### config.mk
export PLATFORM = sky130hd
export DESIGN_NAME = regFile
export DESIGN_NICKNAME = d
export VERILOG_FILES = /design/src/rtl/cpuPkg.sv /design/src/rtl/regFile.sv
export SDC_FILE = /design/constraint.sdc
export NUM_CORES = 2
export LEC_CHECK = 0
export ABC_AREA = 1
export BUFFER_PORTS_ARGS = -buffer_cell sky130_fd_sc_hd__buf_2
export CELL_PAD_IN_SITES_DETAIL_PLACEMENT = 1
export CELL_PAD_IN_SITES_GLOBAL_PLACEMENT = 2
export CORE_ASPECT_RATIO = 0.8
export CORE_MARGIN = 5
export CORE_UTILIZATION = 35
export CTS_BUF_LIST = sky130_fd_sc_hd__clkbuf_8
export DETAILED_ROUTE_END_ITERATION = 10
export HOLD_SLACK_MARGIN = 0.08
export PLACE_DENSITY = 0.79
export SLEW_MARGIN = 20
export SYNTH_ARGS = -nofsm -noshare
export SYNTH_HDL_FRONTEND = slang
export SYNTH_SLANG_ARGS = --single-unit
export TNS_END_PERCENT = 20
### constraint.sdc
create_clock -name clk_i -period 3.7 [get_ports clk_i]
set_clock_uncertainty 0.1 [all_clocks]
set_input_delay 0.74 -clock clk_i [delete_from_list [all_inputs] [get_ports clk_i]]
set_output_delay 0.74 -clock clk_i [all_outputs]
set_load 0.005 [all_outputs]
### src/rtl/cpuPkg.sv
`default_nettype none

package cpuPkg;

    localparam int XLEN = 32;
    localparam int DMEM_WORDS = 64;
    localparam int DMEM_AW = $clog2(DMEM_WORDS);

    // forwarding source select
    localparam logic [1:0] FWD_REG = 2'd0;
    localparam logic [1:0] FWD_MEM = 2'd1;
    localparam logic [1:0] FWD_WB = 2'd2;

    typedef enum logic [5:0] {
        OP_SPECIAL = 6'h00,
        OP_BEQ     = 6'h04,
        OP_ADDIU   = 6'h09,
        OP_LUI     = 6'h0f,
        OP_LW      = 6'h23,
        OP_SW      = 6'h2b
    } opcodeE;

    typedef enum logic [5:0] {
        FN_ADDU = 6'h21,
        FN_SUBU = 6'h23,
        FN_AND  = 6'h24,
        FN_OR   = 6'h25,
        FN_SLT  = 6'h2a
    } functE;

    typedef enum logic [2:0] {
        ALU_ADD,
        ALU_SUB,
        ALU_AND,
        ALU_OR,
        ALU_SLT,
        ALU_LUI
    } aluOpE;

    typedef struct packed {
        aluOpE aluOp;
        logic  srcImm;   // operand b from immediate
        logic  regWe;
        logic  memRd;
        logic  memWr;
        logic  dstRt;    // write rt, not rd
        logic  isBranch;
    } ctrlT;

    typedef struct packed {
        logic [XLEN-1:0] pc;
        logic [XLEN-1:0] instr;
    } ifIdT;

    typedef struct packed {
        ctrlT            ctrl;
        logic [XLEN-1:0] pc;
        logic [XLEN-1:0] rsVal;
        logic [XLEN-1:0] rtVal;
        logic [XLEN-1:0] imm;
        logic [4:0]      rs;
        logic [4:0]      rt;
        logic [4:0]      rd;
    } idExT;

    typedef struct packed {
        ctrlT            ctrl;
        logic [XLEN-1:0] aluOut;
        logic [XLEN-1:0] storeData;
        logic [4:0]      dst;
    } exMemT;

    typedef struct packed {
        logic            regWe;
        logic            memRd;
        logic [XLEN-1:0] aluOut;
        logic [XLEN-1:0] loadData;
        logic [4:0]      dst;
    } memWbT;

endpackage

`default_nettype wire

### src/rtl/regFile.sv
`timescale 1ns/1ps
`default_nettype none

module regFile import cpuPkg::*; (
    input  wire logic            clk_i,
    input  wire logic            rst_i,
    input  wire logic [4:0]      rsAddr_i,
    input  wire logic [4:0]      rtAddr_i,
    input  wire logic [4:0]      wrAddr_i,
    input  wire logic            we_i,
    input  wire logic [XLEN-1:0] wrData_i,
    output logic [XLEN-1:0]      rsData_o,
    output logic [XLEN-1:0]      rtData_o
);

    logic [XLEN-1:0] regs [1:31];   // r0 has no storage

    always_ff @(posedge clk_i) begin
        if (rst_i) begin
            for (int i = 1; i < 32; i++) begin
                regs[i] <= '0;
            end
        end else if (we_i && wrAddr_i != 5'd0) begin
            regs[wrAddr_i] <= wrData_i;
        end
    end

    // writeback in the same cycle is seen by decode
    assign rsData_o = (rsAddr_i == 5'd0) ? '0 :
                      (we_i && wrAddr_i == rsAddr_i) ? wrData_i : regs[rsAddr_i];
    assign rtData_o = (rtAddr_i == 5'd0) ? '0 :
                      (we_i && wrAddr_i == rtAddr_i) ? wrData_i : regs[rtAddr_i];

endmodule

`default_nettype wire

==> results.cfg <==
[critical_path]
start_kind = input port
path_buf_inv = 4
critical-path-top-delay-family = buffers and inverters
end_kind = output port
critPathKind = input port to output port
crit_path_max_incr_delay_ps = 340
crit_fanout = 31
critPathSlowestCell = a21oi_1
worstPathRequired_ps = 2860
crit_arrival_ps = 2800
crit_chain = buf_8 -> buf_12 -> buf_4 -> o211ai_1 -> nand3_1 -> nand3_1 -> nand2_1 -> nand2_1 -> a21oi_1 -> buf_2

[floorplan]
dieArea_mm2 = 0.174
die_h_um = 374
start_util = 0.353
dieWidth_um = 465
rows = 133
core-area_mm2 = 0.165
ios = 114

[detailed_routing]
vias = 56464
drt_iter0_markers = 6614
ant_nets = 0
viasPerCell = 5.74
routedWlPerCell_um = 28.4
routed_wirelength_um = 280000
dr.pass1.iters = 6
drc_errors = 0

[finish]
largest_reg_flops = 1024
drive_gt1_frac = 0.108
fin_nets = 7561
area_growth_pct = 15.1
largest_registers = regs x1024
final_core_util = 0.406
top_register = regs
finalNonFillerCells = 9833

[yosys]
synth_seq_area_share = 0.530
synth_area_per_cell_um2 = 7.81
ys_ff_latch = 1024
ys_types = 22
synth_warnings = 0
synthesis.area_mm2 = 0.0580
syn_inst = 7426

[min_path]
hold_class = input port to flop

[sta]
max_freq_mhz = 275
tightest_slew_ps = 1090
rsz0062_at_grt = false
final-max-slew-violation-count = 0
period_minus_slack_ps = 3640
finalSetupTns_ps = 0
setup_viol = 0
layout_worst_path_cycle_share = 0.984
relSlewSlack = 0.269
finalHoldViolations = 0

[clock_tree]
cts_resized = 0
tritoncts = done
cts_inserted_buffers = 181
root_buffer = clkbuf_8
htreeDepth = 4
clk_pin_slew_ps = 60
cts_max_path_buffers = 3
cts_sinks = 1024

[grt]
groute.usage.overall = 0.311
grt_remaining_overflow = 0
grt_pass1_vias = 55670
antenna_found_initial = 17
grt_max_degree = 93
grt_pass1_wl_um = 395000

[pwr]
p_per_area_mw_per_mm2 = 425
ir_drop_v = 0.000290
p_leak_uw = 0.0286

[placed_design]
gp_congestion = 0.873
dp.cells = 9456
place_hpwl_um = 170000
portBuffers = 113

[outcome]
status = completed

[job]
drv_cap = 0
[area by class of cell]
class                           count  area [µm²]
Multi-Input combinational cell   5158       22600
Fill cell                       19759       97800
Inverter                          637        2430
Clock buffer                      185        2550
Tap cell                         2160        2700
Antenna cell                       11        27.5
Timing Repair Buffer              509        5000
Clock inverter                    149         728
Sequential cell                  1024       30700
[power breakdown]
part / internal (µW) / switching (µW) / total (µW)
registers: 13400 / 284 / 13700
clock network: 4910 / 5220 / 10100
logic: 1300 / 3250 / 4560
total: 19600 / 8760 / 28400
[placed cells by master, fill, tap and decap left out, types with 106 or more instances in the layout]
cell type,n
buf_12,106
nand2_1,1735
nor2_1,1337
inv_1,689
clkbuf_8,185
edfxtp_1,1024
buf_4,262
o21ai_0,385
a21oi_1,267
nand3_1,1066
o211ai_1,192
[stage by stage]
step	setup WS (ps)	total power (µW)	instance area, µm²	hold slack (ps)
2_1_floorplan	486	16200	58100	739
3_3_place_gp	57.4	18200	63200	868
3_5_place_dp	88.4	18300	63200	870
4_1_cts	82.0	28400	66800	312
5_1_grt	20.4	29400	66800	375
6_report	60.9	28400	66800	387
[synthesized netlist by cell type]
library cell,count,share of area
nor3_1,8,0.00069
o211ai_1,192,0.025
or2_2,56,0.0060
xor2_1,2,0.00030
nand4_1,2,0.00022
nand3_1,1068,0.092
nand2_1,1797,0.12
buf_1,71,0.0046
inv_1,630,0.041
a21oi_1,267,0.023
nor3_2,2,0.00035
clkinv_1,3,0.00019
edfxtp_1,1024,0.53
conb_1,1,0.000065
inv_2,4,0.00026
o21ai_1,1,0.000086
buf_2,136,0.012
o21ai_0,385,0.033
o22ai_1,5,0.00054
buf_4,1,0.00013
clkbuf_1,430,0.028
nor2_1,1341,0.087
[kinds of logic after synthesis]
| kind of cell | Yosys count | share of synthesized area |
|---|---|---|
| AND/OR/NAND/NOR | 4274 | 0.302 |
| buffers and inverters | 1275 | 0.0855 |
| flip-flops | 1024 | 0.530 |
| AO/OA/AOI/OAI | 850 | 0.0817 |
| XOR/XNOR | 2 | 0.000302 |
| other | 1 | 0.0000646 |
[worst min-delay path, cell delays in order]
cell     delay (ps)
buf_2           170
nor3_1          160
nand2_2         160
nor2_1           50
[path summary, 6_finish.rpt]
kind  cells past startpoint         from  slack, ps           end
max                      10  rtAddr_i[1]         60   rtData_o[9]
min                       4  wrAddr_i[2]        390  regs[24][11]
[per-layer routing]
| layer | vias to the layer above | part of all wire | global-route usage |
|---|---|---|---|
| li1 | 24544 | - | - |
| met1 | 28348 | 0.41 | 0.422 |
| met2 | 2913 | 0.44 | 0.482 |
| met3 | 657 | 0.092 | 0.0557 |
| met4 | 2 | 0.052 | 0.148 |
| met5 | - | 0.000046 | 0 |
[timing repair]
| action | in CTS | in global routing |
|---|---|---|
| endpoints found under the hold margin | 32 | 0 |
| hold buffers | 32 | 0 |
| setup endpoints to repair | 0 | 0 |
| buffers inserted | 0 | 0 |
Power figures use the tool's default switching activity.
