## src/rtl/cpuPkg.sv

```systemverilog
`default_nettype none

package cpuPkg;

    localparam int XLEN = 32;
    localparam int DMEM_WORDS = 64;
    localparam int DMEM_AW = $clog2(DMEM_WORDS);

    // forwarding source select
    localparam logic [1:0] FWD_REG = 2'd0;
    localparam logic [1:0] FWD_MEM = 2'd1;
    localparam logic [1:0] FWD_WB = 2'd2;

    typedef enum logic [5:0] {
        OP_SPECIAL = 6'h00,
        OP_BEQ     = 6'h04,
        OP_ADDIU   = 6'h09,
        OP_LUI     = 6'h0f,
        OP_LW      = 6'h23,
        OP_SW      = 6'h2b
    } opcodeE;

    typedef enum logic [5:0] {
        FN_ADDU = 6'h21,
        FN_SUBU = 6'h23,
        FN_AND  = 6'h24,
        FN_OR   = 6'h25,
        FN_SLT  = 6'h2a
    } functE;

    typedef enum logic [2:0] {
        ALU_ADD,
        ALU_SUB,
        ALU_AND,
        ALU_OR,
        ALU_SLT,
        ALU_LUI
    } aluOpE;

    typedef struct packed {
        aluOpE aluOp;
        logic  srcImm;   // operand b from immediate
        logic  regWe;
        logic  memRd;
        logic  memWr;
        logic  dstRt;    // write rt, not rd
        logic  isBranch;
    } ctrlT;

    typedef struct packed {
        logic [XLEN-1:0] pc;
        logic [XLEN-1:0] instr;
    } ifIdT;

    typedef struct packed {
        ctrlT            ctrl;
        logic [XLEN-1:0] pc;
        logic [XLEN-1:0] rsVal;
        logic [XLEN-1:0] rtVal;
        logic [XLEN-1:0] imm;
        logic [4:0]      rs;
        logic [4:0]      rt;
        logic [4:0]      rd;
    } idExT;

    typedef struct packed {
        ctrlT            ctrl;
        logic [XLEN-1:0] aluOut;
        logic [XLEN-1:0] storeData;
        logic [4:0]      dst;
    } exMemT;

    typedef struct packed {
        logic            regWe;
        logic            memRd;
        logic [XLEN-1:0] aluOut;
        logic [XLEN-1:0] loadData;
        logic [4:0]      dst;
    } memWbT;

endpackage

`default_nettype wire

```

## src/rtl/decodeCtrl.sv

```systemverilog
`timescale 1ns/1ps
`default_nettype none

module decodeCtrl import cpuPkg::*; (
    input  wire logic [XLEN-1:0] instr_i,
    output ctrlT                 ctrl_o,
    output logic [XLEN-1:0]      imm_o
);

    logic [5:0]  opcode;
    logic [5:0]  funct;
    logic [15:0] imm16;

    assign opcode = instr_i[31:26];
    assign funct  = instr_i[5:0];
    assign imm16  = instr_i[15:0];

    always_comb begin
        ctrl_o = '0;    // anything unknown stays a bubble
        imm_o  = {{(XLEN-16){imm16[15]}}, imm16};
        case (opcode)
            OP_SPECIAL: begin
                ctrl_o.regWe = 1'b1;
                case (funct)
                    FN_ADDU: ctrl_o.aluOp = ALU_ADD;
                    FN_SUBU: ctrl_o.aluOp = ALU_SUB;
                    FN_AND:  ctrl_o.aluOp = ALU_AND;
                    FN_OR:   ctrl_o.aluOp = ALU_OR;
                    FN_SLT:  ctrl_o.aluOp = ALU_SLT;
                    default: ctrl_o.regWe = 1'b0;   // nop, sll r0 etc
                endcase
            end
            OP_ADDIU: begin
                ctrl_o.regWe  = 1'b1;
                ctrl_o.srcImm = 1'b1;
                ctrl_o.dstRt  = 1'b1;
            end
            OP_LUI: begin
                ctrl_o.aluOp  = ALU_LUI;
                ctrl_o.regWe  = 1'b1;
                ctrl_o.srcImm = 1'b1;
                ctrl_o.dstRt  = 1'b1;
                imm_o         = {imm16, 16'h0000};
            end
            OP_LW: begin
                ctrl_o.regWe  = 1'b1;
                ctrl_o.memRd  = 1'b1;
                ctrl_o.srcImm = 1'b1;
                ctrl_o.dstRt  = 1'b1;
            end
            OP_SW: begin
                ctrl_o.memWr  = 1'b1;
                ctrl_o.srcImm = 1'b1;
            end
            OP_BEQ: begin
                ctrl_o.aluOp    = ALU_SUB;
                ctrl_o.isBranch = 1'b1;
            end
            default: ;
        endcase
    end

endmodule

`default_nettype wire

```

## config.mk

```make
export PLATFORM = sky130hd
export DESIGN_NAME = decodeCtrl
export DESIGN_NICKNAME = d
export VERILOG_FILES = /design/src/rtl/cpuPkg.sv /design/src/rtl/decodeCtrl.sv
export SDC_FILE = /design/constraint.sdc
export NUM_CORES = 1
export LEC_CHECK = 0
export ABC_CLOCK_PERIOD_IN_PS = 1900
export BUFFER_PORTS_ARGS = -buffer_cell sky130_fd_sc_hd__buf_2
export CAP_MARGIN = 20
export CORE_UTILIZATION = 31
export DETAILED_ROUTE_END_ITERATION = 8
export GPL_TIMING_DRIVEN = 0
export PLACE_DENSITY = 0.85
export SYNTH_ARGS = -nofsm -noshare
export SYNTH_HDL_FRONTEND = slang
export SYNTH_SLANG_ARGS = --single-unit
export TNS_END_PERCENT = 100
```

## constraint.sdc

```tcl
create_clock -name vclk -period 1.9
set_input_delay 0.38 -clock vclk [all_inputs]
set_output_delay 0.38 -clock vclk [all_outputs]
set_load 0.05 [all_outputs]
```

==> flow_summary.json <==
{
  "synth_area_leaders": "a21o_1 (25%), nor2b_1 (19%), buf_6 (4.7%)",
  "ir_drop_uv": 212,
  "drtIter0Drc": 20,
  "start_util_pct": 35.3,
  "synthSimpleGateAreaFrac_pct": 46.9,
  "final_cell_mix": "buf_2 (27), buf_4 (20), nor2b_1 (15)",
  "place_area_um2": 861,
  "fin_util_pct": 89.4,
  "boundaryPins": 73,
  "dr.pass1.iters": 4,
  "place.gp.congestion": 0.736,
  "synth-seq-area-share_pct": 0,
  "period_share_pct": 102,
  "crit_type": "primary input to primary output",
  "worstPathArrival_ps": 1550,
  "cellLeakagePower_nw": 0.665,
  "gr-usage-all-layers_pct": 23.6,
  "die_x_um": 41.5,
  "synth.top_cell.area_share_pct": 24.9,
  "ys_types": 26,
  "yosys_warnings": 0,
  "synth.area.mux_share_pct": 0,
  "portBuffers": 62,
  "rsz0062_at_grt": "true",
  "setup_viol": 13,
  "worstHoldStart": "instr_i[29]",
  "holdBufCountCts": 0,
  "violations": "negative setup slack",
  "post_drt_wl_per_cell_um": 17.2,
  "antenna_found_initial": 0,
  "fin_ws_ps": -33.3,
  "vias": 812,
  "clock.fmax_mhz": 517,
  "syn_area_per_cell_um2": 7.00,
  "p_per_area_mw_per_mm2": 329,
  "fin_area_mm2": 0.00122,
  "end_kind": "primary output",
  "nClkBuffers": 0,
  "synth_top_cell_by_area": "a21o_1",
  "grt_pass1_vias": 707,
  "grt_pass1_wl_um": 3320,
  "syn2layout_area_growth_pct": 153,
  "slew_headroom_pct": 73.4,
  "finalCriticalPeriod_ps": 1930,
  "wl_um": 2600,
  "fp.dieH_um": 41.5,
  "syn-cell-area_um2": 483,
  "cp_max_fo": 5,
  "row_count": 13,
  "synthesis.nets": 101,
  "drive_above_1_share_pct": 69.9,
  "n_antenna_cell": 0,
  "hpwlAfterDp_um": 1440,
  "synth_xor_area_share_pct": 3.63,
  "synth_compound_area_share_pct": 33.4,
  "area.sequential_um2": 0,
  "grt_max_degree": 11,
  "synth_top_family_by_area": "simple AND/OR/NAND/NOR gates",
  "start_kind": "primary input",
  "final_hold_viol_count": 0,
  "hold_class": "primary input to primary output",
  "final_nets": 170,
  "ant_nets": 0,
  "core_region_area_mm2": 0.00137,
  "nFlopsAndLatches": 0,
  "status": "finished with violations",
  "synth-adder-area-share_pct": 0,
  "finalPower_mw": 0.401,
  "whs_ps": 1090,
  "maxSlewViolCount": 0,
  "remaining_drc_errors": 0,
  "maxCapViolCount": 0,
  "worstHoldPathCells": 3,
  "crit_required_ps": 1520,
  "tightest_slew_ps": 393,
  "routed_via_density": 5.38,
  "final_common_cell": "buf_2",
  "synthCells": 69,
  "dieArea_mm2": 0.00172,
  "grt.overflow.total": 0,
  "min_to": "ctrl_o[3]"
}
==> synthesized netlist by cell type <==
cell,count
and2b_1,2
xor2_1,1
buf_6,2
nor3_1,2
a32o_1,1
nor4bb_1,2
a31o_2,1
nor2_1,3
o21ai_0,1
buf_4,1
nor2b_1,15
nand3_1,1
nor4b_1,1
and4_1,1
xnor2_1,1
a21o_1,16
nor2b_4,1
inv_1,2
nand2_1,2
buf_2,4
nand2b_1,3
buf_12,1
a21oi_1,2
o21bai_1,1
nor4_1,1
nor3b_1,1
==> what timing repair did <==
item / CTS / global route
endpoints found under the setup margin: 34 / 37
setup buffers: 4 / 2
resized for setup: 55 / 35
gates cloned: 0 / 1
pin swaps: 1 / 1
==> report_power, final <==
part           internal [mW]  switching (mW)
Sequential                 0               0
Clock                      0               0
Combinational          0.158           0.243
Total                  0.158           0.243
==> kinds of logic after synthesis <==
| logic type | after synthesis |
|---|---|
| AND/OR/NAND/NOR | 35 |
| buffers and inverters | 10 |
| XOR/XNOR | 2 |
| AO/OA/AOI/OAI | 22 |
==> metrics by stage <==
step,std cells,setup TNS [ps],setup slack (ps)
global route,151,-863,-69.2
global placement,146,-3460,-206
finish,151,-172,-33.3
CTS,149,-120,-12.9
floorplan,69,-3430,-240
detailed placement,146,-4080,-227
==> layout make-up <==
class / count / area, µm²
buffer: 6 / 60.1
fill: 66 / 145
inverter: 2 / 7.51
multi-input combinational: 59 / 534
tap: 15 / 18.8
timing repair buffer: 69 / 601
==> how the worst max path moves through the flow <==
stage | from | to | slack, ps | cells after the start
2_1_floorplan | instr_i[30] | imm_o[0] | -240 | 5
3_3_place_gp | instr_i[30] | imm_o[21] | -210 | 9
3_5_place_dp | instr_i[30] | imm_o[21] | -230 | 9
4_1_cts | instr_i[26] | imm_o[22] | -10 | 8
5_1_grt | instr_i[29] | imm_o[22] | -70 | 7
6_report | instr_i[31] | imm_o[19] | -30 | 7
==> metal layers <==
metal | wire length [µm] | vias up | global-route usage, %
met3 | 101 | 4 | 0.435
met1 | 978 | 390 | 26.8
met4 | 39 | 0 | 4.52
met2 | 1490 | 40 | 47.8
met5 | 0 | - | 0
li1 | - | 378 | -
==> critical path, cell delays in order <==
cell,delay [ps]
buf_8,100
and2b_1,200
and4_4,290
nor2b_4,80
clkbuf_16,160
a21o_4,190
buf_8,140
(Power assumes the default switching activity.)
