**src/rtl/cpuPkg.sv**
```systemverilog
`default_nettype none

package cpuPkg;

    localparam int XLEN = 32;
    localparam int DMEM_WORDS = 64;
    localparam int DMEM_AW = $clog2(DMEM_WORDS);

    // forwarding source select
    localparam logic [1:0] FWD_REG = 2'd0;
    localparam logic [1:0] FWD_MEM = 2'd1;
    localparam logic [1:0] FWD_WB = 2'd2;

    typedef enum logic [5:0] {
        OP_SPECIAL = 6'h00,
        OP_BEQ     = 6'h04,
        OP_ADDIU   = 6'h09,
        OP_LUI     = 6'h0f,
        OP_LW      = 6'h23,
        OP_SW      = 6'h2b
    } opcodeE;

    typedef enum logic [5:0] {
        FN_ADDU = 6'h21,
        FN_SUBU = 6'h23,
        FN_AND  = 6'h24,
        FN_OR   = 6'h25,
        FN_SLT  = 6'h2a
    } functE;

    typedef enum logic [2:0] {
        ALU_ADD,
        ALU_SUB,
        ALU_AND,
        ALU_OR,
        ALU_SLT,
        ALU_LUI
    } aluOpE;

    typedef struct packed {
        aluOpE aluOp;
        logic  srcImm;   // operand b from immediate
        logic  regWe;
        logic  memRd;
        logic  memWr;
        logic  dstRt;    // write rt, not rd
        logic  isBranch;
    } ctrlT;

    typedef struct packed {
        logic [XLEN-1:0] pc;
        logic [XLEN-1:0] instr;
    } ifIdT;

    typedef struct packed {
        ctrlT            ctrl;
        logic [XLEN-1:0] pc;
        logic [XLEN-1:0] rsVal;
        logic [XLEN-1:0] rtVal;
        logic [XLEN-1:0] imm;
        logic [4:0]      rs;
        logic [4:0]      rt;
        logic [4:0]      rd;
    } idExT;

    typedef struct packed {
        ctrlT            ctrl;
        logic [XLEN-1:0] aluOut;
        logic [XLEN-1:0] storeData;
        logic [4:0]      dst;
    } exMemT;

    typedef struct packed {
        logic            regWe;
        logic            memRd;
        logic [XLEN-1:0] aluOut;
        logic [XLEN-1:0] loadData;
        logic [4:0]      dst;
    } memWbT;

endpackage

`default_nettype wire

```
**src/rtl/fwdIf.sv**
```systemverilog
`timescale 1ns/1ps
`default_nettype none

interface fwdIf;

    logic [4:0] exRs;      // operands of the instruction in EX
    logic [4:0] exRt;
    logic       exMemRd;   // EX holds a load
    logic [4:0] idRs;      // sources read in ID
    logic [4:0] idRt;
    logic [4:0] memDst;
    logic       memWe;
    logic [4:0] wbDst;
    logic       wbWe;
    logic [1:0] fwdA;
    logic [1:0] fwdB;
    logic       stall;

    modport hazard (
        input  exRs, exRt, exMemRd,
        input  idRs, idRt,
        input  memDst, memWe, wbDst, wbWe,
        output fwdA, fwdB, stall
    );

    modport exe (
        output exRs, exRt, exMemRd,
        input  fwdA, fwdB
    );

endinterface

`default_nettype wire

```
**src/rtl/exeStage.sv**
```systemverilog
`timescale 1ns/1ps
`default_nettype none

module exeStage import cpuPkg::*; (
    input  wire idExT            idEx_i,
    input  wire logic [XLEN-1:0] memResult_i,
    input  wire logic [XLEN-1:0] wbResult_i,
    fwdIf.exe                    fwd_o,
    output exMemT                exMem_o,
    output logic                 branchTaken_o,
    output logic [XLEN-1:0]      branchTarget_o
);

    logic [XLEN-1:0] opA;
    logic [XLEN-1:0] rtFwd;     // forwarded rt, also store data
    logic [XLEN-1:0] opB;
    logic [XLEN-1:0] aluOut;

    function automatic logic [XLEN-1:0] fwdMux(
        input logic [1:0]      sel,
        input logic [XLEN-1:0] regVal,
        input logic [XLEN-1:0] memVal,
        input logic [XLEN-1:0] wbVal
    );
        case (sel)
            FWD_MEM: return memVal;
            FWD_WB:  return wbVal;
            default: return regVal;
        endcase
    endfunction

    assign fwd_o.exRs    = idEx_i.rs;
    assign fwd_o.exRt    = idEx_i.rt;
    assign fwd_o.exMemRd = idEx_i.ctrl.memRd;

    assign opA   = fwdMux(fwd_o.fwdA, idEx_i.rsVal, memResult_i, wbResult_i);
    assign rtFwd = fwdMux(fwd_o.fwdB, idEx_i.rtVal, memResult_i, wbResult_i);
    assign opB   = idEx_i.ctrl.srcImm ? idEx_i.imm : rtFwd;

    always_comb begin
        case (idEx_i.ctrl.aluOp)
            ALU_SUB: aluOut = opA - opB;
            ALU_AND: aluOut = opA & opB;
            ALU_OR:  aluOut = opA | opB;
            ALU_SLT: aluOut = {{(XLEN-1){1'b0}}, $signed(opA) < $signed(opB)};
            ALU_LUI: aluOut = opB;  // upper half already placed by decode
            default: aluOut = opA + opB;
        endcase
    end

    assign exMem_o.ctrl      = idEx_i.ctrl;
    assign exMem_o.aluOut    = aluOut;
    assign exMem_o.storeData = rtFwd;
    assign exMem_o.dst       = idEx_i.ctrl.dstRt ? idEx_i.rt : idEx_i.rd;

    assign branchTaken_o  = idEx_i.ctrl.isBranch && (opA == rtFwd);
    assign branchTarget_o = idEx_i.pc + 32'd4 + {idEx_i.imm[XLEN-3:0], 2'b00};

endmodule

`default_nettype wire

```
**src/flat_wrapper.sv**
```systemverilog
// flat-port wrapper written by rule: the top's interface ports become plain ports
module exeStage_flat import cpuPkg::*;
  (idEx_i, memResult_i, wbResult_i, exMem_o, branchTaken_o, branchTarget_o, fwd_o_exRs, fwd_o_exRt, fwd_o_exMemRd, fwd_o_fwdA, fwd_o_fwdB);
  fwdIf fwd_o_i ();
  input  wire idExT idEx_i;
  input  wire logic [XLEN-1:0] memResult_i;
  input  wire logic [XLEN-1:0] wbResult_i;
  output exMemT exMem_o;
  output logic branchTaken_o;
  output logic [XLEN-1:0] branchTarget_o;
  output wire logic [$bits(fwd_o_i.exRs)-1:0] fwd_o_exRs;
  output wire logic [$bits(fwd_o_i.exRt)-1:0] fwd_o_exRt;
  output wire logic [$bits(fwd_o_i.exMemRd)-1:0] fwd_o_exMemRd;
  input wire logic [$bits(fwd_o_i.fwdA)-1:0] fwd_o_fwdA;
  input wire logic [$bits(fwd_o_i.fwdB)-1:0] fwd_o_fwdB;
  assign fwd_o_exRs = fwd_o_i.exRs;
  assign fwd_o_exRt = fwd_o_i.exRt;
  assign fwd_o_exMemRd = fwd_o_i.exMemRd;
  assign fwd_o_i.fwdA = fwd_o_fwdA;
  assign fwd_o_i.fwdB = fwd_o_fwdB;
  exeStage u_core (.idEx_i(idEx_i), .memResult_i(memResult_i), .wbResult_i(wbResult_i), .fwd_o(fwd_o_i), .exMem_o(exMem_o), .branchTaken_o(branchTaken_o), .branchTarget_o(branchTarget_o));
endmodule
```
**config.mk**
```make
export PLATFORM = sky130hd
export DESIGN_NAME = exeStage_flat
export DESIGN_NICKNAME = d
export VERILOG_FILES = /design/src/rtl/cpuPkg.sv /design/src/rtl/fwdIf.sv /design/src/rtl/exeStage.sv /design/src/flat_wrapper.sv
export SDC_FILE = /design/constraint.sdc
export NUM_CORES = 1
export LEC_CHECK = 0
export BUFFER_PORTS_ARGS = -buffer_cell sky130_fd_sc_hd__buf_4
export CORE_ASPECT_RATIO = 0.9
export CORE_MARGIN = 2
export CORE_UTILIZATION = 45
export DETAILED_ROUTE_END_ITERATION = 8
export PLACE_DENSITY = 0.75
export SLEW_MARGIN = 15
export SYNTH_ARGS = -nofsm -noshare
export SYNTH_HDL_FRONTEND = slang
export SYNTH_SLANG_ARGS = --single-unit
```
**constraint.sdc**
```tcl
create_clock -name vclk -period 13
set_input_delay 2.6 -clock vclk [all_inputs]
set_output_delay 2.6 -clock vclk [all_outputs]
set_load 0.05 [all_outputs]
```
==> results.txt <==
Core Area - 19200 sq um
Post-CTS sizing - 0
First-pass GRT wire length - 58.8 mm
Worst vdd ir - 90.7 uV
Cells after synthesis - 1349
CP Max Fanout - 64
Cell repeated most along the worst path - buf_4
Top cells by count, synth - a21oi_1 (185), nor2_1 (160), ha_1 (157)
Fin crit share - 82.0%
Count leader, synth - a21oi_1
Yosys Warn Count - 0
Design area - 11100 sq um
Nets - 1960
RePlAce Congestion - 1.00
Clock buffer count - 0
Power Density - 94.0 nW/um^2
All-Layer GR Usage - 36.1%
Hold_ws - 5.20 ns
Initial core utilization - 45.9%
Slowest stage cell, crit path - ha_2
Mapped Area - 8820 sq um
Worst path cell trace - buf_4 -> ha_2 -> a21oi_1 -> o21ai_0 -> inv_1 -> ha_1 -> nor2b_4 -> o311ai_2 -> a211oi_1 -> a2111oi_4 -> o21ai_2 -> a311oi_4 -> o221ai_2 -> o311a_1 -> mux2i_1 -> o2bb2ai_1 -> buf_4
Slew @ Worst Pin - 1.22 ns
Part of the power in registers - 0%
Vias post-DR - 11400
Layout cells sized above 1 - 23.6%
DR iter-0 viols - 853
Synth top area cells - ha_1 (22%), a21oi_1 (11%), nor2_1 (6.8%)
Gate power share - 100.0%
Hold Fails Final Rpt - 0
Placed Cells - 1828
Worst Slack Setup Final - 2.34 ns
Post-CTS setup buffer count - 0
Unrepaired setup endpoints after global routing - false
DR DRC count - 0
Vias in the first global route - 10700
CP peak stage delay - 1.10 ns
Syn Area/Cell - 6.54 sq um
Max-capacitance violation count - 0
Seq_cells - 0
WL per Instance - 21.4 um
Hold Crit Class - in -> out
Dominant cell type by area after synthesis - ha_1
Final setup fails - 0
Critical path class - in -> out
Run status - finished clean
Sw Ratio - 65.9%
Psw - 690 uW
Die Ht - 137 um
Number of I/O port buffers - 321
Area of the die - 20700 sq um
Hold_buf cts - 0
Post-synthesis sequential area ratio - 0%
Vias/cell - 6.24
Seq. cell area - 0 sq um
Slew Limit Headroom - 18.6%
Initial antenna violation count - 0
Critical Path End Type - output pin
DRT Pass-1 Iters - 6
CP required - 10.40 ns
Synth Net Count - 1729
Area grow syn2layout - 26.5%
Die Wd - 152 um
Antenna cell count - 0
Distinct cell type count of the synthesized netlist - 79
HPWL after detailed placement - 31.8 mm
Crit path DAT - 8.06 ns
Share of the synthesized area in the top cell type - 22.3%
Total Wirelength - 39.2 mm
Minimum clock period - 10.66 ns
Finished Layout Cells - 1828
Fmax - 93.8 MHz
Dpl ws - 2.52 ns
Routed Antenna Nets - 0
IO Count - 342
Leakage power - 5.55 nW
Clock share of power - 0%
Dpl cell area - 11100 sq um
CP Launch Type - input pin
Core Rows - 48
Largest net degree at the start of global routing - 65
Slew Limit Fails - 0
Pint - 358 uW
Setup TNS - 0 ns
Total grt overflow - 0
kinds of logic after synthesis:
family,synth area share [%]
AO/OA/AOI/OAI,40.4
AND/OR/NAND/NOR,17.5
buffers and inverters,10.9
adder cells (fa/ha/maj),23.0
XOR/XNOR,6.66
multiplexers,1.62
per-layer routing:
layer / share of wire [%] / global-route usage (%)
met3: 9.7 / 4.93
met5: 0 / 0
met4: 4.9 / 15.7
met1: 40 / 45.4
met2: 46 / 61.6
stage by stage:
stage / power [mW] / utilization, %
3_5_place_dp: 1.03 / 58.0
4_1_cts: 1.03 / 58.0
2_1_floorplan: 0.733 / -
3_3_place_gp: 1.02 / 58.0
6_report: 1.05 / 58.0
5_1_grt: 1.12 / 58.0
layout by cell type (no fill, tap or decap), types with 10 or more instances in the layout:
cell type,netlist,final
o22ai_1,31,31
a22oi_1,79,79
nor2b_1,15,15
nand2b_1,18,18
nor2_1,160,159
or3_1,10,10
xor2_1,14,14
nand2_1,67,67
a21o_1,17,17
ha_1,157,155
a31oi_1,12,12
o21ai_0,80,79
a221oi_1,14,14
a211oi_1,14,14
o21a_1,13,13
nand4_1,11,11
nand3_1,12,12
a21oi_1,185,185
inv_1,130,130
xnor2_1,53,53
nor3_1,14,13
mux2_2,10,10
buf_4,23,329
o21bai_1,15,15
power by group through the flow:
stage	combinational [mW]	sequential, mW	clock (mW)
after floorplan	0.733	0	0
after global placement	1.02	0	0
after detailed placement	1.03	0	0
after CTS	1.03	0	0
after global routing	1.12	0	0
final	1.05	0	0
area by class of cell:
cell class                      count  area, sq um
Multi-Input combinational cell   1118         7880
Inverter                          131          492
Tap cell                          250          313
Timing Repair Buffer              329         2470
Fill cell                        1920         8070
final timing paths:
check | to | start | cells after the start | slack, ns
worst max-delay path | exMem_o[68] | fwd_o_fwdB[1] | 17 | 2.34
worst min-delay path | branchTarget_o[1] | idEx_i[112] | 0 | 5.20
critical path: cells and delay by family:
kind,cells,cell delay [ns]
compound gates,10,3.21
fa+ha+maj,2,1.43
buf+inv,3,0.51
mux,1,0.15
simple gates,1,0.13
(Power assumes the default switching activity.)
