$ cat src/rtl/cpuPkg.sv
`default_nettype none

package cpuPkg;

    localparam int XLEN = 32;
    localparam int DMEM_WORDS = 64;
    localparam int DMEM_AW = $clog2(DMEM_WORDS);

    // forwarding source select
    localparam logic [1:0] FWD_REG = 2'd0;
    localparam logic [1:0] FWD_MEM = 2'd1;
    localparam logic [1:0] FWD_WB = 2'd2;

    typedef enum logic [5:0] {
        OP_SPECIAL = 6'h00,
        OP_BEQ     = 6'h04,
        OP_ADDIU   = 6'h09,
        OP_LUI     = 6'h0f,
        OP_LW      = 6'h23,
        OP_SW      = 6'h2b
    } opcodeE;

    typedef enum logic [5:0] {
        FN_ADDU = 6'h21,
        FN_SUBU = 6'h23,
        FN_AND  = 6'h24,
        FN_OR   = 6'h25,
        FN_SLT  = 6'h2a
    } functE;

    typedef enum logic [2:0] {
        ALU_ADD,
        ALU_SUB,
        ALU_AND,
        ALU_OR,
        ALU_SLT,
        ALU_LUI
    } aluOpE;

    typedef struct packed {
        aluOpE aluOp;
        logic  srcImm;   // operand b from immediate
        logic  regWe;
        logic  memRd;
        logic  memWr;
        logic  dstRt;    // write rt, not rd
        logic  isBranch;
    } ctrlT;

    typedef struct packed {
        logic [XLEN-1:0] pc;
        logic [XLEN-1:0] instr;
    } ifIdT;

    typedef struct packed {
        ctrlT            ctrl;
        logic [XLEN-1:0] pc;
        logic [XLEN-1:0] rsVal;
        logic [XLEN-1:0] rtVal;
        logic [XLEN-1:0] imm;
        logic [4:0]      rs;
        logic [4:0]      rt;
        logic [4:0]      rd;
    } idExT;

    typedef struct packed {
        ctrlT            ctrl;
        logic [XLEN-1:0] aluOut;
        logic [XLEN-1:0] storeData;
        logic [4:0]      dst;
    } exMemT;

    typedef struct packed {
        logic            regWe;
        logic            memRd;
        logic [XLEN-1:0] aluOut;
        logic [XLEN-1:0] loadData;
        logic [4:0]      dst;
    } memWbT;

endpackage

`default_nettype wire

$ cat src/rtl/fwdIf.sv
`timescale 1ns/1ps
`default_nettype none

interface fwdIf;

    logic [4:0] exRs;      // operands of the instruction in EX
    logic [4:0] exRt;
    logic       exMemRd;   // EX holds a load
    logic [4:0] idRs;      // sources read in ID
    logic [4:0] idRt;
    logic [4:0] memDst;
    logic       memWe;
    logic [4:0] wbDst;
    logic       wbWe;
    logic [1:0] fwdA;
    logic [1:0] fwdB;
    logic       stall;

    modport hazard (
        input  exRs, exRt, exMemRd,
        input  idRs, idRt,
        input  memDst, memWe, wbDst, wbWe,
        output fwdA, fwdB, stall
    );

    modport exe (
        output exRs, exRt, exMemRd,
        input  fwdA, fwdB
    );

endinterface

`default_nettype wire

$ cat src/rtl/hazardUnit.sv
`timescale 1ns/1ps
`default_nettype none

module hazardUnit import cpuPkg::*; (
    fwdIf.hazard fwd_o
);

    // nearest older writer wins, r0 never forwards
    function automatic logic [1:0] pickSrc(
        input logic [4:0] src,
        input logic       memWe,
        input logic [4:0] memDst,
        input logic       wbWe,
        input logic [4:0] wbDst
    );
        if (memWe && memDst != 5'd0 && memDst == src) begin
            return FWD_MEM;
        end else if (wbWe && wbDst != 5'd0 && wbDst == src) begin
            return FWD_WB;
        end
        return FWD_REG;
    endfunction

    assign fwd_o.fwdA = pickSrc(fwd_o.exRs, fwd_o.memWe, fwd_o.memDst,
                                fwd_o.wbWe, fwd_o.wbDst);
    assign fwd_o.fwdB = pickSrc(fwd_o.exRt, fwd_o.memWe, fwd_o.memDst,
                                fwd_o.wbWe, fwd_o.wbDst);

    // load in EX feeds the instruction in ID
    assign fwd_o.stall = fwd_o.exMemRd && fwd_o.exRt != 5'd0 &&
                         (fwd_o.exRt == fwd_o.idRs || fwd_o.exRt == fwd_o.idRt);

endmodule

`default_nettype wire

$ cat src/flat_wrapper.sv
// flat-port wrapper written by rule: the top's interface ports become plain ports
module hazardUnit_flat import cpuPkg::*;
  (fwd_o_exRs, fwd_o_exRt, fwd_o_exMemRd, fwd_o_idRs, fwd_o_idRt, fwd_o_memDst, fwd_o_memWe, fwd_o_wbDst, fwd_o_wbWe, fwd_o_fwdA, fwd_o_fwdB, fwd_o_stall);
  fwdIf fwd_o_i ();
  input wire logic [$bits(fwd_o_i.exRs)-1:0] fwd_o_exRs;
  input wire logic [$bits(fwd_o_i.exRt)-1:0] fwd_o_exRt;
  input wire logic [$bits(fwd_o_i.exMemRd)-1:0] fwd_o_exMemRd;
  input wire logic [$bits(fwd_o_i.idRs)-1:0] fwd_o_idRs;
  input wire logic [$bits(fwd_o_i.idRt)-1:0] fwd_o_idRt;
  input wire logic [$bits(fwd_o_i.memDst)-1:0] fwd_o_memDst;
  input wire logic [$bits(fwd_o_i.memWe)-1:0] fwd_o_memWe;
  input wire logic [$bits(fwd_o_i.wbDst)-1:0] fwd_o_wbDst;
  input wire logic [$bits(fwd_o_i.wbWe)-1:0] fwd_o_wbWe;
  output wire logic [$bits(fwd_o_i.fwdA)-1:0] fwd_o_fwdA;
  output wire logic [$bits(fwd_o_i.fwdB)-1:0] fwd_o_fwdB;
  output wire logic [$bits(fwd_o_i.stall)-1:0] fwd_o_stall;
  assign fwd_o_i.exRs = fwd_o_exRs;
  assign fwd_o_i.exRt = fwd_o_exRt;
  assign fwd_o_i.exMemRd = fwd_o_exMemRd;
  assign fwd_o_i.idRs = fwd_o_idRs;
  assign fwd_o_i.idRt = fwd_o_idRt;
  assign fwd_o_i.memDst = fwd_o_memDst;
  assign fwd_o_i.memWe = fwd_o_memWe;
  assign fwd_o_i.wbDst = fwd_o_wbDst;
  assign fwd_o_i.wbWe = fwd_o_wbWe;
  assign fwd_o_fwdA = fwd_o_i.fwdA;
  assign fwd_o_fwdB = fwd_o_i.fwdB;
  assign fwd_o_stall = fwd_o_i.stall;
  hazardUnit u_core (.fwd_o(fwd_o_i));
endmodule
$ cat config.mk
export PLATFORM = sky130hd
export DESIGN_NAME = hazardUnit_flat
export DESIGN_NICKNAME = d
export VERILOG_FILES = /design/src/rtl/cpuPkg.sv /design/src/rtl/fwdIf.sv /design/src/rtl/hazardUnit.sv /design/src/flat_wrapper.sv
export SDC_FILE = /design/constraint.sdc
export NUM_CORES = 1
export LEC_CHECK = 0
export BUFFER_PORTS_ARGS = -buffer_cell sky130_fd_sc_hd__buf_2
export CORE_AREA = 4 4 41 43
export DETAILED_ROUTE_END_ITERATION = 10
export DIE_AREA = 0 0 45 47
export PLACE_DENSITY = 0.7
export SLEW_MARGIN = 25
export SYNTH_ARGS = -nofsm -noshare
export SYNTH_HDL_FRONTEND = slang
export SYNTH_SLANG_ARGS = --single-unit
$ cat constraint.sdc
create_clock -name vclk -period 1.7
set_input_delay 0 -clock vclk [all_inputs]
set_output_delay 0 -clock vclk [all_outputs]
set_load 0.1 [all_outputs]
==> results of run 1 <==
## cell usage after synthesis
cell and n:
sky130_fd_sc_hd__o21ai_0 1, sky130_fd_sc_hd__nor4_2 4, sky130_fd_sc_hd__xnor2_1 10, sky130_fd_sc_hd__nor3_1 2, sky130_fd_sc_hd__or4_1 5, sky130_fd_sc_hd__nand3_1 4
sky130_fd_sc_hd__o21ai_2 1, sky130_fd_sc_hd__o21ai_1 1, sky130_fd_sc_hd__a21oi_1 1, sky130_fd_sc_hd__clkbuf_1 5, sky130_fd_sc_hd__xor2_1 20
## power groups by stage
stage | combinational, W | clock [W] | sequential, W
final | 0.000175 | 0 | 0
after floorplan | 0.000112 | 0 | 0
after global placement | 0.000174 | 0 | 0
after CTS | 0.000178 | 0 | 0
after detailed placement | 0.000177 | 0 | 0
after global routing | 0.000191 | 0 | 0
## kinds of logic after synthesis
group / count (synthesis) / share of synthesized area
xor+xnor: 30 / 0.621
simple gates: 15 / 0.278
buf+inv: 5 / 0.0444
compound gates: 4 / 0.0562
## final timing paths
path / end / startpoint / cells after the start
hold / removal: fwd_o_stall / fwd_o_exMemRd / 4
setup / recovery: fwd_o_fwdB[1] / fwd_o_exRt[2] / 5
## layout by cell type, fill, tap and decap left out
master	count
sky130_fd_sc_hd__buf_12	2
sky130_fd_sc_hd__or4_4	1
sky130_fd_sc_hd__xnor2_1	10
sky130_fd_sc_hd__xor2_1	20
sky130_fd_sc_hd__or4_1	4
sky130_fd_sc_hd__nand3_1	4
sky130_fd_sc_hd__nor4_4	4
sky130_fd_sc_hd__nor3_1	2
sky130_fd_sc_hd__o21ai_1	1
sky130_fd_sc_hd__a21oi_2	1
sky130_fd_sc_hd__o21ai_4	1
sky130_fd_sc_hd__o21ai_0	1
sky130_fd_sc_hd__buf_2	36
## critical path: cells and delay by family
| kind | cells | cell delay (ns) |
|---|---|---|
| XOR/XNOR | 1 | 0.16 |
| buffers and inverters | 2 | 0.36 |
| AND/OR/NAND/NOR | 2 | 0.89 |
## metrics by stage
stage                     setup TNS (ns)  area (um^2)
final                                  0          693
after global routing                   0          693
after CTS                              0          693
after detailed placement               0          693
after global placement                 0          693
after floorplan                   -0.533          473
## layer usage
layer | up-vias | GRT usage
met5 | - | 0
met4 | 0 | 0
met3 | 0 | 0.00383
met2 | 16 | 0.223
met1 | 208 | 0.166
li1 | 255 | -
## layout make-up
class                           count  area (um^2)
Fill cell                         128          608
Multi-Input combinational cell     49          454
Tap cell                           15         18.8
Timing Repair Buffer               38          220
==> results.rst, run 1 <==
.. list-table::
   :header-rows: 1

   * - Metric
     - Value
   * - Status
     - complete, no violations
   * - Endpoint class of the critical path
     - output pin
   * - Max-cap check violation count
     - 0
   * - Gate power share
     - 1.000
   * - Final wirelength
     - 1240 um
   * - Pre-CTS setup slack
     - 0.268 ns
   * - Post-layout worst setup margin
     - 0.283 ns
   * - Count of endpoints failing hold in the final timing report
     - 0
   * - DR WL met3
     - 80 um
   * - Count of instances resized after the clock tree is built
     - 0
   * - M1 WL
     - 525 um
   * - Post-synth net total
     - 87
   * - Final RePlAce weighted congestion
     - 0.673
   * - Maximum ir drop on the vdd rail
     - 0.140 mV
   * - Total number of sequential cells
     - 0
   * - CP required
     - 1.70 ns
   * - Areal power density over the cells
     - 253 nW/um^2
   * - Synthesis warning total
     - 0
   * - Fraction of final layout cells with drive strength greater than 1
     - 0.517
   * - Detailed placer's ending HPWL
     - 1140 um
   * - Total of hold buffers inserted after clock tree synthesis
     - 0
   * - Number of antenna repair diodes
     - 0
   * - DRC errors left
     - 0
   * - Cell leakage power
     - 0.294 nW
   * - Total Routing Usage GR
     - 0.121
   * - Worst Path Arrival
     - 1.42 ns
   * - Achievable Freq
     - 706 MHz
   * - RSZ-0062 raised after global routing
     - false
   * - Count of final max-slew check failures
     - 0
   * - # Post-CTS Setup Buffers
     - 0
   * - Library cell with the largest summed area after synthesis
     - sky130_fd_sc_hd__xor2_1
   * - Overflow after GRT
     - 0
   * - Antenna Nets Post-Route
     - 0
   * - Pin count of the biggest net entering global routing
     - 6
   * - Via count
     - 479
   * - Global-route wire length before repair
     - 1990 um
   * - Die Span Y
     - 47 um
   * - # setup viols final
     - 0
   * - Drt initial violations
     - 0
   * - Width of the chip
     - 45 um
   * - Cells along the critical path
     - buf_2 > xor2_1 > or4_1 > nor4_4 > buf_12
   * - Delay contributed by the slowest stage of the critical path
     - 0.55 ns
   * - Uppermost metal layer occupied by signal nets
     - met3
   * - Clock buf count
     - 0
   * - Share of total power in sequential cells
     - 0
   * - Average instance area after synthesis
     - 7.83 um^2
   * - Remaining max-slew budget at the tightest pin
     - 0.674
   * - Actual slew at the worst max-slew pin
     - 0.492 ns
   * - WL per Instance
     - 12.1 um
   * - 1st-pass router iterations
     - 1
   * - Sw Ratio
     - 0.556
   * - Count of port buffers added during placement
     - 38
   * - Detailed-route vias per instance
     - 4.70
   * - Class of the most critical setup path
     - in2out
   * - Yosys cell types
     - 11
   * - Worst hold path class
     - in2out
   * - Cell area after technology mapping
     - 423 um^2
   * - Sequential Area
     - 0 um^2
   * - Area added between synthesis and finish
     - 63.9%
   * - Post-layout net count
     - 122
   * - Area of the die
     - 2120 um^2
   * - Core footprint
     - 1300 um^2
   * - Pwr Total
     - 0.000175 W
   * - Core Util, Final
     - 0.533
   * - Fin cells
     - 102
   * - Net switching power figure
     - 0.0000974 W
   * - Part of the Yosys area used for sequential elements
     - 0
   * - Vias in the first global route
     - 490
   * - Part of the total power dissipated in the clock network
     - 0
   * - Critical-path cell with the highest stage delay
     - sky130_fd_sc_hd__or4_1
   * - Wire length on met2
     - 632 um
   * - Minimum clock period
     - 1.42 ns
   * - # IOs
     - 38
   * - Kind of start point of the critical path
     - primary input
   * - Largest cells by area after synthesis
     - sky130_fd_sc_hd__xor2_1 (41%), sky130_fd_sc_hd__xnor2_1 (21%), sky130_fd_sc_hd__nor4_2 (12%)
   * - Post-Synthesis Cells
     - 54
   * - Top cell type's share of synthesized area
     - 0.414
   * - Final clock period utilization by the worst path
     - 0.833
   * - Cell Rows
     - 13
   * - Internal power
     - 0.0000779 W
   * - Initial core utilization
     - 0.325
   * - Hold slack final
     - 0.494 ns
   * - DP Cell Count
     - 102
   * - Number of antenna violations at the first check in global routing
     - 0
   * - Largest fanout of any net on the critical path
     - 5
Note: power is estimated with default switching activity, not from simulation.
==> run 2, diff against run 1 <==
PLACE_DENSITY = 0.73   (was 0.7)
clock period = 1.2 ns   (was 1.7 ns; I/O delays follow)
==> run 2 against run 1 <==
  * The run now ends with negative setup slack left
  * Critical path depth unchanged
  * Flip-flop and latch count unchanged
  * Final cell count rose by 23%
  * Combinational power is 130% higher
  * Total power increased by 130%
  * Wire length increased by 48%
  * Non-clock buffer count increased by 23
  * Utilization up 31 points
  * Largest cell class unchanged
  * Highest routed layer is now met4
==> results.rst, run 2 (same netlist as run 1, synthesis figures left out) <==
.. list-table::
   :header-rows: 1

   * - Metric
     - Value
   * - Number of antenna violations at the first check in global routing
     - 0
   * - 1st-pass router iterations
     - 4
   * - Actual slew at the worst max-slew pin
     - 0.334 ns
   * - Final RePlAce weighted congestion
     - 0.733
   * - Number of stages on the worst setup path
     - 5
   * - Overflow after GRT
     - 0
   * - Final-layout setup total negative slack
     - -0.403 ns
   * - Most common cell after layout, fill and taps aside
     - sky130_fd_sc_hd__buf_2
   * - Antenna Nets Post-Route
     - 0
   * - Class of the most critical setup path
     - in2out
   * - Fraction of final layout cells with drive strength greater than 1
     - 0.791
   * - Total number of sequential cells
     - 0
   * - Remaining max-slew budget at the tightest pin
     - 0.775
   * - Post-layout worst setup margin
     - -0.155 ns
   * - Worst setup path startpoint
     - fwd_o_exRt[0]
   * - Count of port buffers added during placement
     - 38
   * - WL per Instance
     - 14.7 um
   * - Commonest cells after routing, fill and taps aside
     - sky130_fd_sc_hd__buf_2 (25), sky130_fd_sc_hd__buf_4 (20), sky130_fd_sc_hd__xor2_1 (18)
   * - CP required
     - 1.20 ns
   * - Source of the worst hold timing path
     - fwd_o_exMemRd
   * - Area added between synthesis and finish
     - 159%
   * - Post-layout net count
     - 145
   * - Initial core utilization
     - 0.325
   * - # IOs
     - 38
   * - Status
     - complete, but fails checks
   * - Critical-path cell with the highest stage delay
     - sky130_fd_sc_hd__or4_4
   * - Maximum ir drop on the vdd rail
     - 0.231 mV
   * - Endpoint class of the critical path
     - output pin
   * - Worst Path Arrival
     - 1.35 ns
   * - CP delay by family, top
     - simple AND/OR/NAND/NOR gates
   * - Pin count of the biggest net entering global routing
     - 6
   * - Detailed placer's ending HPWL
     - 1490 um
   * - Count of final max-slew check failures
     - 0
   * - Total of hold buffers inserted after clock tree synthesis
     - 0
   * - Final clock period utilization by the worst path
     - 1.13
   * - Via count
     - 593
   * - RSZ-0062 raised after global routing
     - true
   * - Hold slack final
     - 0.373 ns
   * - Max-cap check violation count
     - 0
   * - Violations in the final reports
     - negative setup slack
   * - # setup viols final
     - 3
   * - Die Span Y
     - 47 um
   * - Number of antenna repair diodes
     - 0
   * - Width of the chip
     - 45 um
   * - Detailed-route vias per instance
     - 4.74
   * - Cell Rows
     - 13
   * - Delay contributed by the slowest stage of the critical path
     - 0.54 ns
   * - Worst hold path class
     - in2out
   * - Core Util, Final
     - 0.843
   * - Kind of start point of the critical path
     - primary input
   * - Total Routing Usage GR
     - 0.182
   * - Count of endpoints failing hold in the final timing report
     - 0
   * - Sequential Area
     - 0 um^2
   * - DRC errors left
     - 0
   * - Minimum clock period
     - 1.35 ns
   * - Final wirelength
     - 1840 um
   * - Global-route wire length before repair
     - 2900 um
   * - Area of the die
     - 2120 um^2
   * - Vias in the first global route
     - 666
   * - Number of filler cells placed in the layout
     - 78
   * - Cells along the critical path
     - buf_2 > xor2_1 > or4_4 > nor4_4 > buf_12
   * - Drt initial violations
     - 4
   * - Hold Path Stages
     - 4
   * - Achievable Freq
     - 738 MHz
   * - Areal power density over the cells
     - 365 nW/um^2
   * - Largest fanout of any net on the critical path
     - 2
   * - Core footprint
     - 1300 um^2
   * - Clock buf count
     - 0
   * - Cell leakage power
     - 0.489 nW
   * - Combined buffer and inverter count along the critical path
     - 2
   * - Finished layout cell area
     - 1100 um^2
   * - Post-place instance area
     - 920 um^2
## run 2: cell types whose count changed in the layout (fill, tap and decap cells not counted), moves of 6 or more
cell and change:
sky130_fd_sc_hd__buf_2 -11, sky130_fd_sc_hd__buf_4 +20, sky130_fd_sc_hd__buf_6 +11, sky130_fd_sc_hd__xnor2_1 -7, sky130_fd_sc_hd__xnor2_2 +6
## run 2: layer usage
metal,global-route usage,vias to the layer above,wire length [um]
li1,-,298,-
met4,0.0175,0,43
met5,0,-,0
met3,0.00383,4,56
met1,0.205,274,613
met2,0.384,17,1120
## run 2: worst paths after layout
check	end	slack (ns)
setup / recovery	fwd_o_fwdB[1]	-0.15
hold / removal	fwd_o_stall	0.37
## run 2: final cells by class
class                           instances  area (um^2)  share of cell area
Multi-Input combinational cell         49          584               0.532
Tap cell                               15         18.8              0.0171
Timing Repair Buffer                   61          494               0.450
## run 2: timing repair
action                     in CTS  in global routing
gates resized for setup        15                 23
setup endpoints to repair       5                  5
setup buffers                   4                  1
pin swaps                       7                 12
## run 2: power by group
| group | internal, W | total, W | switching, W |
|---|---|---|---|
| sequential | 0 | 0 | 0 |
| combinational | 0.000213 | 0.000401 | 0.000187 |
| clock | 0 | 0 | 0 |
| total | 0.000213 | 0.000401 | 0.000187 |
## run 2: through the flow
step           total power, W  cells  worst slack (ns)
5_1_grt              0.000428    125            -0.200
3_3_place_gp         0.000323    122            -0.203
4_1_cts              0.000361    126            -0.209
3_5_place_dp         0.000333    122            -0.238
2_1_floorplan        0.000196     54            -0.737
6_report             0.000401    125            -0.155
==> run 3, diff against run 2 <==
REMOVE_ABC_BUFFERS = 1   (was not set)
==> run 3 against run 2 <==
  * The flow still finishes with violations (negative setup slack)
  * First-iteration DRC count rose to 2.5 times the previous value
  * Largest cell class unchanged
  * Largest power group unchanged
  * Highest routed layer unchanged
  * Wire length is 4.0% higher
  * Flip-flop and latch count unchanged
==> results.rst, run 3 (same netlist as run 1, synthesis figures left out) <==
.. list-table::
   :header-rows: 1

   * - Metric
     - Value
   * - Final RePlAce weighted congestion
     - 0.782
   * - Detailed-route vias per instance
     - 4.97
   * - Overflow after GRT
     - 0
   * - DRC errors left
     - 0
   * - Cell leakage power
     - 0.384 nW
   * - Areal power density over the cells
     - 364 nW/um^2
   * - Count of endpoints failing hold in the final timing report
     - 0
   * - Max-cap check violation count
     - 0
   * - WL per Instance
     - 16.6 um
   * - Die Span Y
     - 47 um
   * - Vias in the first global route
     - 599
   * - Maximum ir drop on the vdd rail
     - 0.219 mV
   * - Destination of the worst hold path
     - fwd_o_stall
   * - Width of the chip
     - 45 um
   * - Count of port buffers added during placement
     - 38
   * - Fraction of final layout cells with drive strength greater than 1
     - 0.640
   * - Post-layout net count
     - 135
   * - Number of filler cells placed in the layout
     - 96
   * - Detailed placer's ending HPWL
     - 1520 um
   * - Drt initial violations
     - 10
   * - Total of hold buffers inserted after clock tree synthesis
     - 0
   * - Worst Path Arrival
     - 1.34 ns
   * - Remaining max-slew budget at the tightest pin
     - 0.610
   * - Source of the worst hold timing path
     - fwd_o_exMemRd
   * - Fin cells
     - 115
   * - Commonest cells after routing, fill and taps aside
     - sky130_fd_sc_hd__buf_2 (28), sky130_fd_sc_hd__xor2_1 (20), sky130_fd_sc_hd__buf_4 (12)
   * - Largest fanout of any net on the critical path
     - 3
   * - Count of final max-slew check failures
     - 0
   * - # IOs
     - 38
   * - # setup viols final
     - 5
   * - Status
     - complete, but fails checks
   * - Class of the most critical setup path
     - in2out
   * - Hold Path Stages
     - 4
   * - Endpoint class of the critical path
     - output pin
   * - Worst setup path startpoint
     - fwd_o_wbDst[0]
   * - Most common cell after layout, fill and taps aside
     - sky130_fd_sc_hd__buf_2
   * - Number of antenna violations at the first check in global routing
     - 0
   * - Antenna Nets Post-Route
     - 0
   * - Final clock period utilization by the worst path
     - 1.12
   * - Final-layout setup total negative slack
     - -0.373 ns
   * - Actual slew at the worst max-slew pin
     - 0.580 ns
   * - Minimum clock period
     - 1.34 ns
   * - Clock buf count
     - 0
   * - Sequential Area
     - 0 um^2
   * - Final wirelength
     - 1910 um
   * - DP Cell Count
     - 115
   * - Initial core utilization
     - 0.325
   * - Core footprint
     - 1300 um^2
   * - Area of the die
     - 2120 um^2
   * - Total Routing Usage GR
     - 0.180
   * - Violations in the final reports
     - negative setup slack
   * - Achievable Freq
     - 744 MHz
   * - Post-layout worst setup margin
     - -0.144 ns
   * - Core Util, Final
     - 0.684
   * - Area added between synthesis and finish
     - 110%
   * - # Post-CTS Setup Buffers
     - 0
   * - 1st-pass router iterations
     - 4
   * - Pin count of the biggest net entering global routing
     - 6
   * - Via count
     - 571
   * - Global-route wire length before repair
     - 2790 um
   * - Worst hold path class
     - in2out
   * - Number of antenna repair diodes
     - 0
   * - Kind of start point of the critical path
     - primary input
   * - Total number of sequential cells
     - 0
   * - CP required
     - 1.20 ns
   * - Cell Rows
     - 13
   * - RSZ-0062 raised after global routing
     - true
run 3: changes by cell type in the layout (fill, tap and decap cells not counted), sizes merged:
cell / delta
buf: -10
run 3: through the flow:
step	setup WS (ns)	cell area [um^2]	hold slack [ns]	total power [W]
final	-0.144	890	0.392	0.000324
after global routing	-0.191	890	0.393	0.000342
after CTS	-0.146	877	0.390	0.000313
after detailed placement	-0.360	786	0.391	0.000275
after global placement	-0.296	786	0.393	0.000263
after floorplan	-1.61	404	0.277	0.000121
run 3: how the worst max path moves through the flow:
stage | end | slack, ns
6_report | fwd_o_fwdA[1] | -0.14
3_5_place_dp | fwd_o_fwdB[1] | -0.36
5_1_grt | fwd_o_fwdA[1] | -0.19
3_3_place_gp | fwd_o_fwdB[1] | -0.30
2_1_floorplan | fwd_o_fwdA[1] | -1.61
4_1_cts | fwd_o_fwdB[1] | -0.15
run 3: final cells by class:
class              instances  area (um^2)  share of cell area
multi-input cells         49          469               0.527
well taps                 15         18.8              0.0211
repair buffers            51          402               0.451
run 3: repair_timing:
item,CTS,global route
gates cloned,0,0
pin swaps,4,1
hold endpoints to repair,0,0
gates resized for setup,18,4
setup endpoints to repair,3,5
run 3: layer usage:
| metal | vias to the layer above | global-route usage | wire length, um |
|---|---|---|---|
| met4 | 0 | 0.0234 | 27 |
| met5 | - | 0 | 0 |
| met3 | 2 | 0.0153 | 124 |
| met1 | 262 | 0.211 | 703 |
| li1 | 279 | - | - |
| met2 | 28 | 0.359 | 1050 |
run 3: where the power goes:
part           total, W  switching (W)  leakage, nW  internal (W)
Clock                 0              0            0             0
Sequential            0              0            0             0
Combinational  0.000324       0.000164        0.384      0.000160
Total          0.000324       0.000164        0.384      0.000160
run 3: worst max-delay path, cell delays in order:
cell	delay, ns
sky130_fd_sc_hd__buf_8	0.08
sky130_fd_sc_hd__or4_4	0.11
sky130_fd_sc_hd__o21ai_2	0.05
sky130_fd_sc_hd__or4_4	0.55
sky130_fd_sc_hd__nor4_4	0.33
sky130_fd_sc_hd__buf_12	0.21
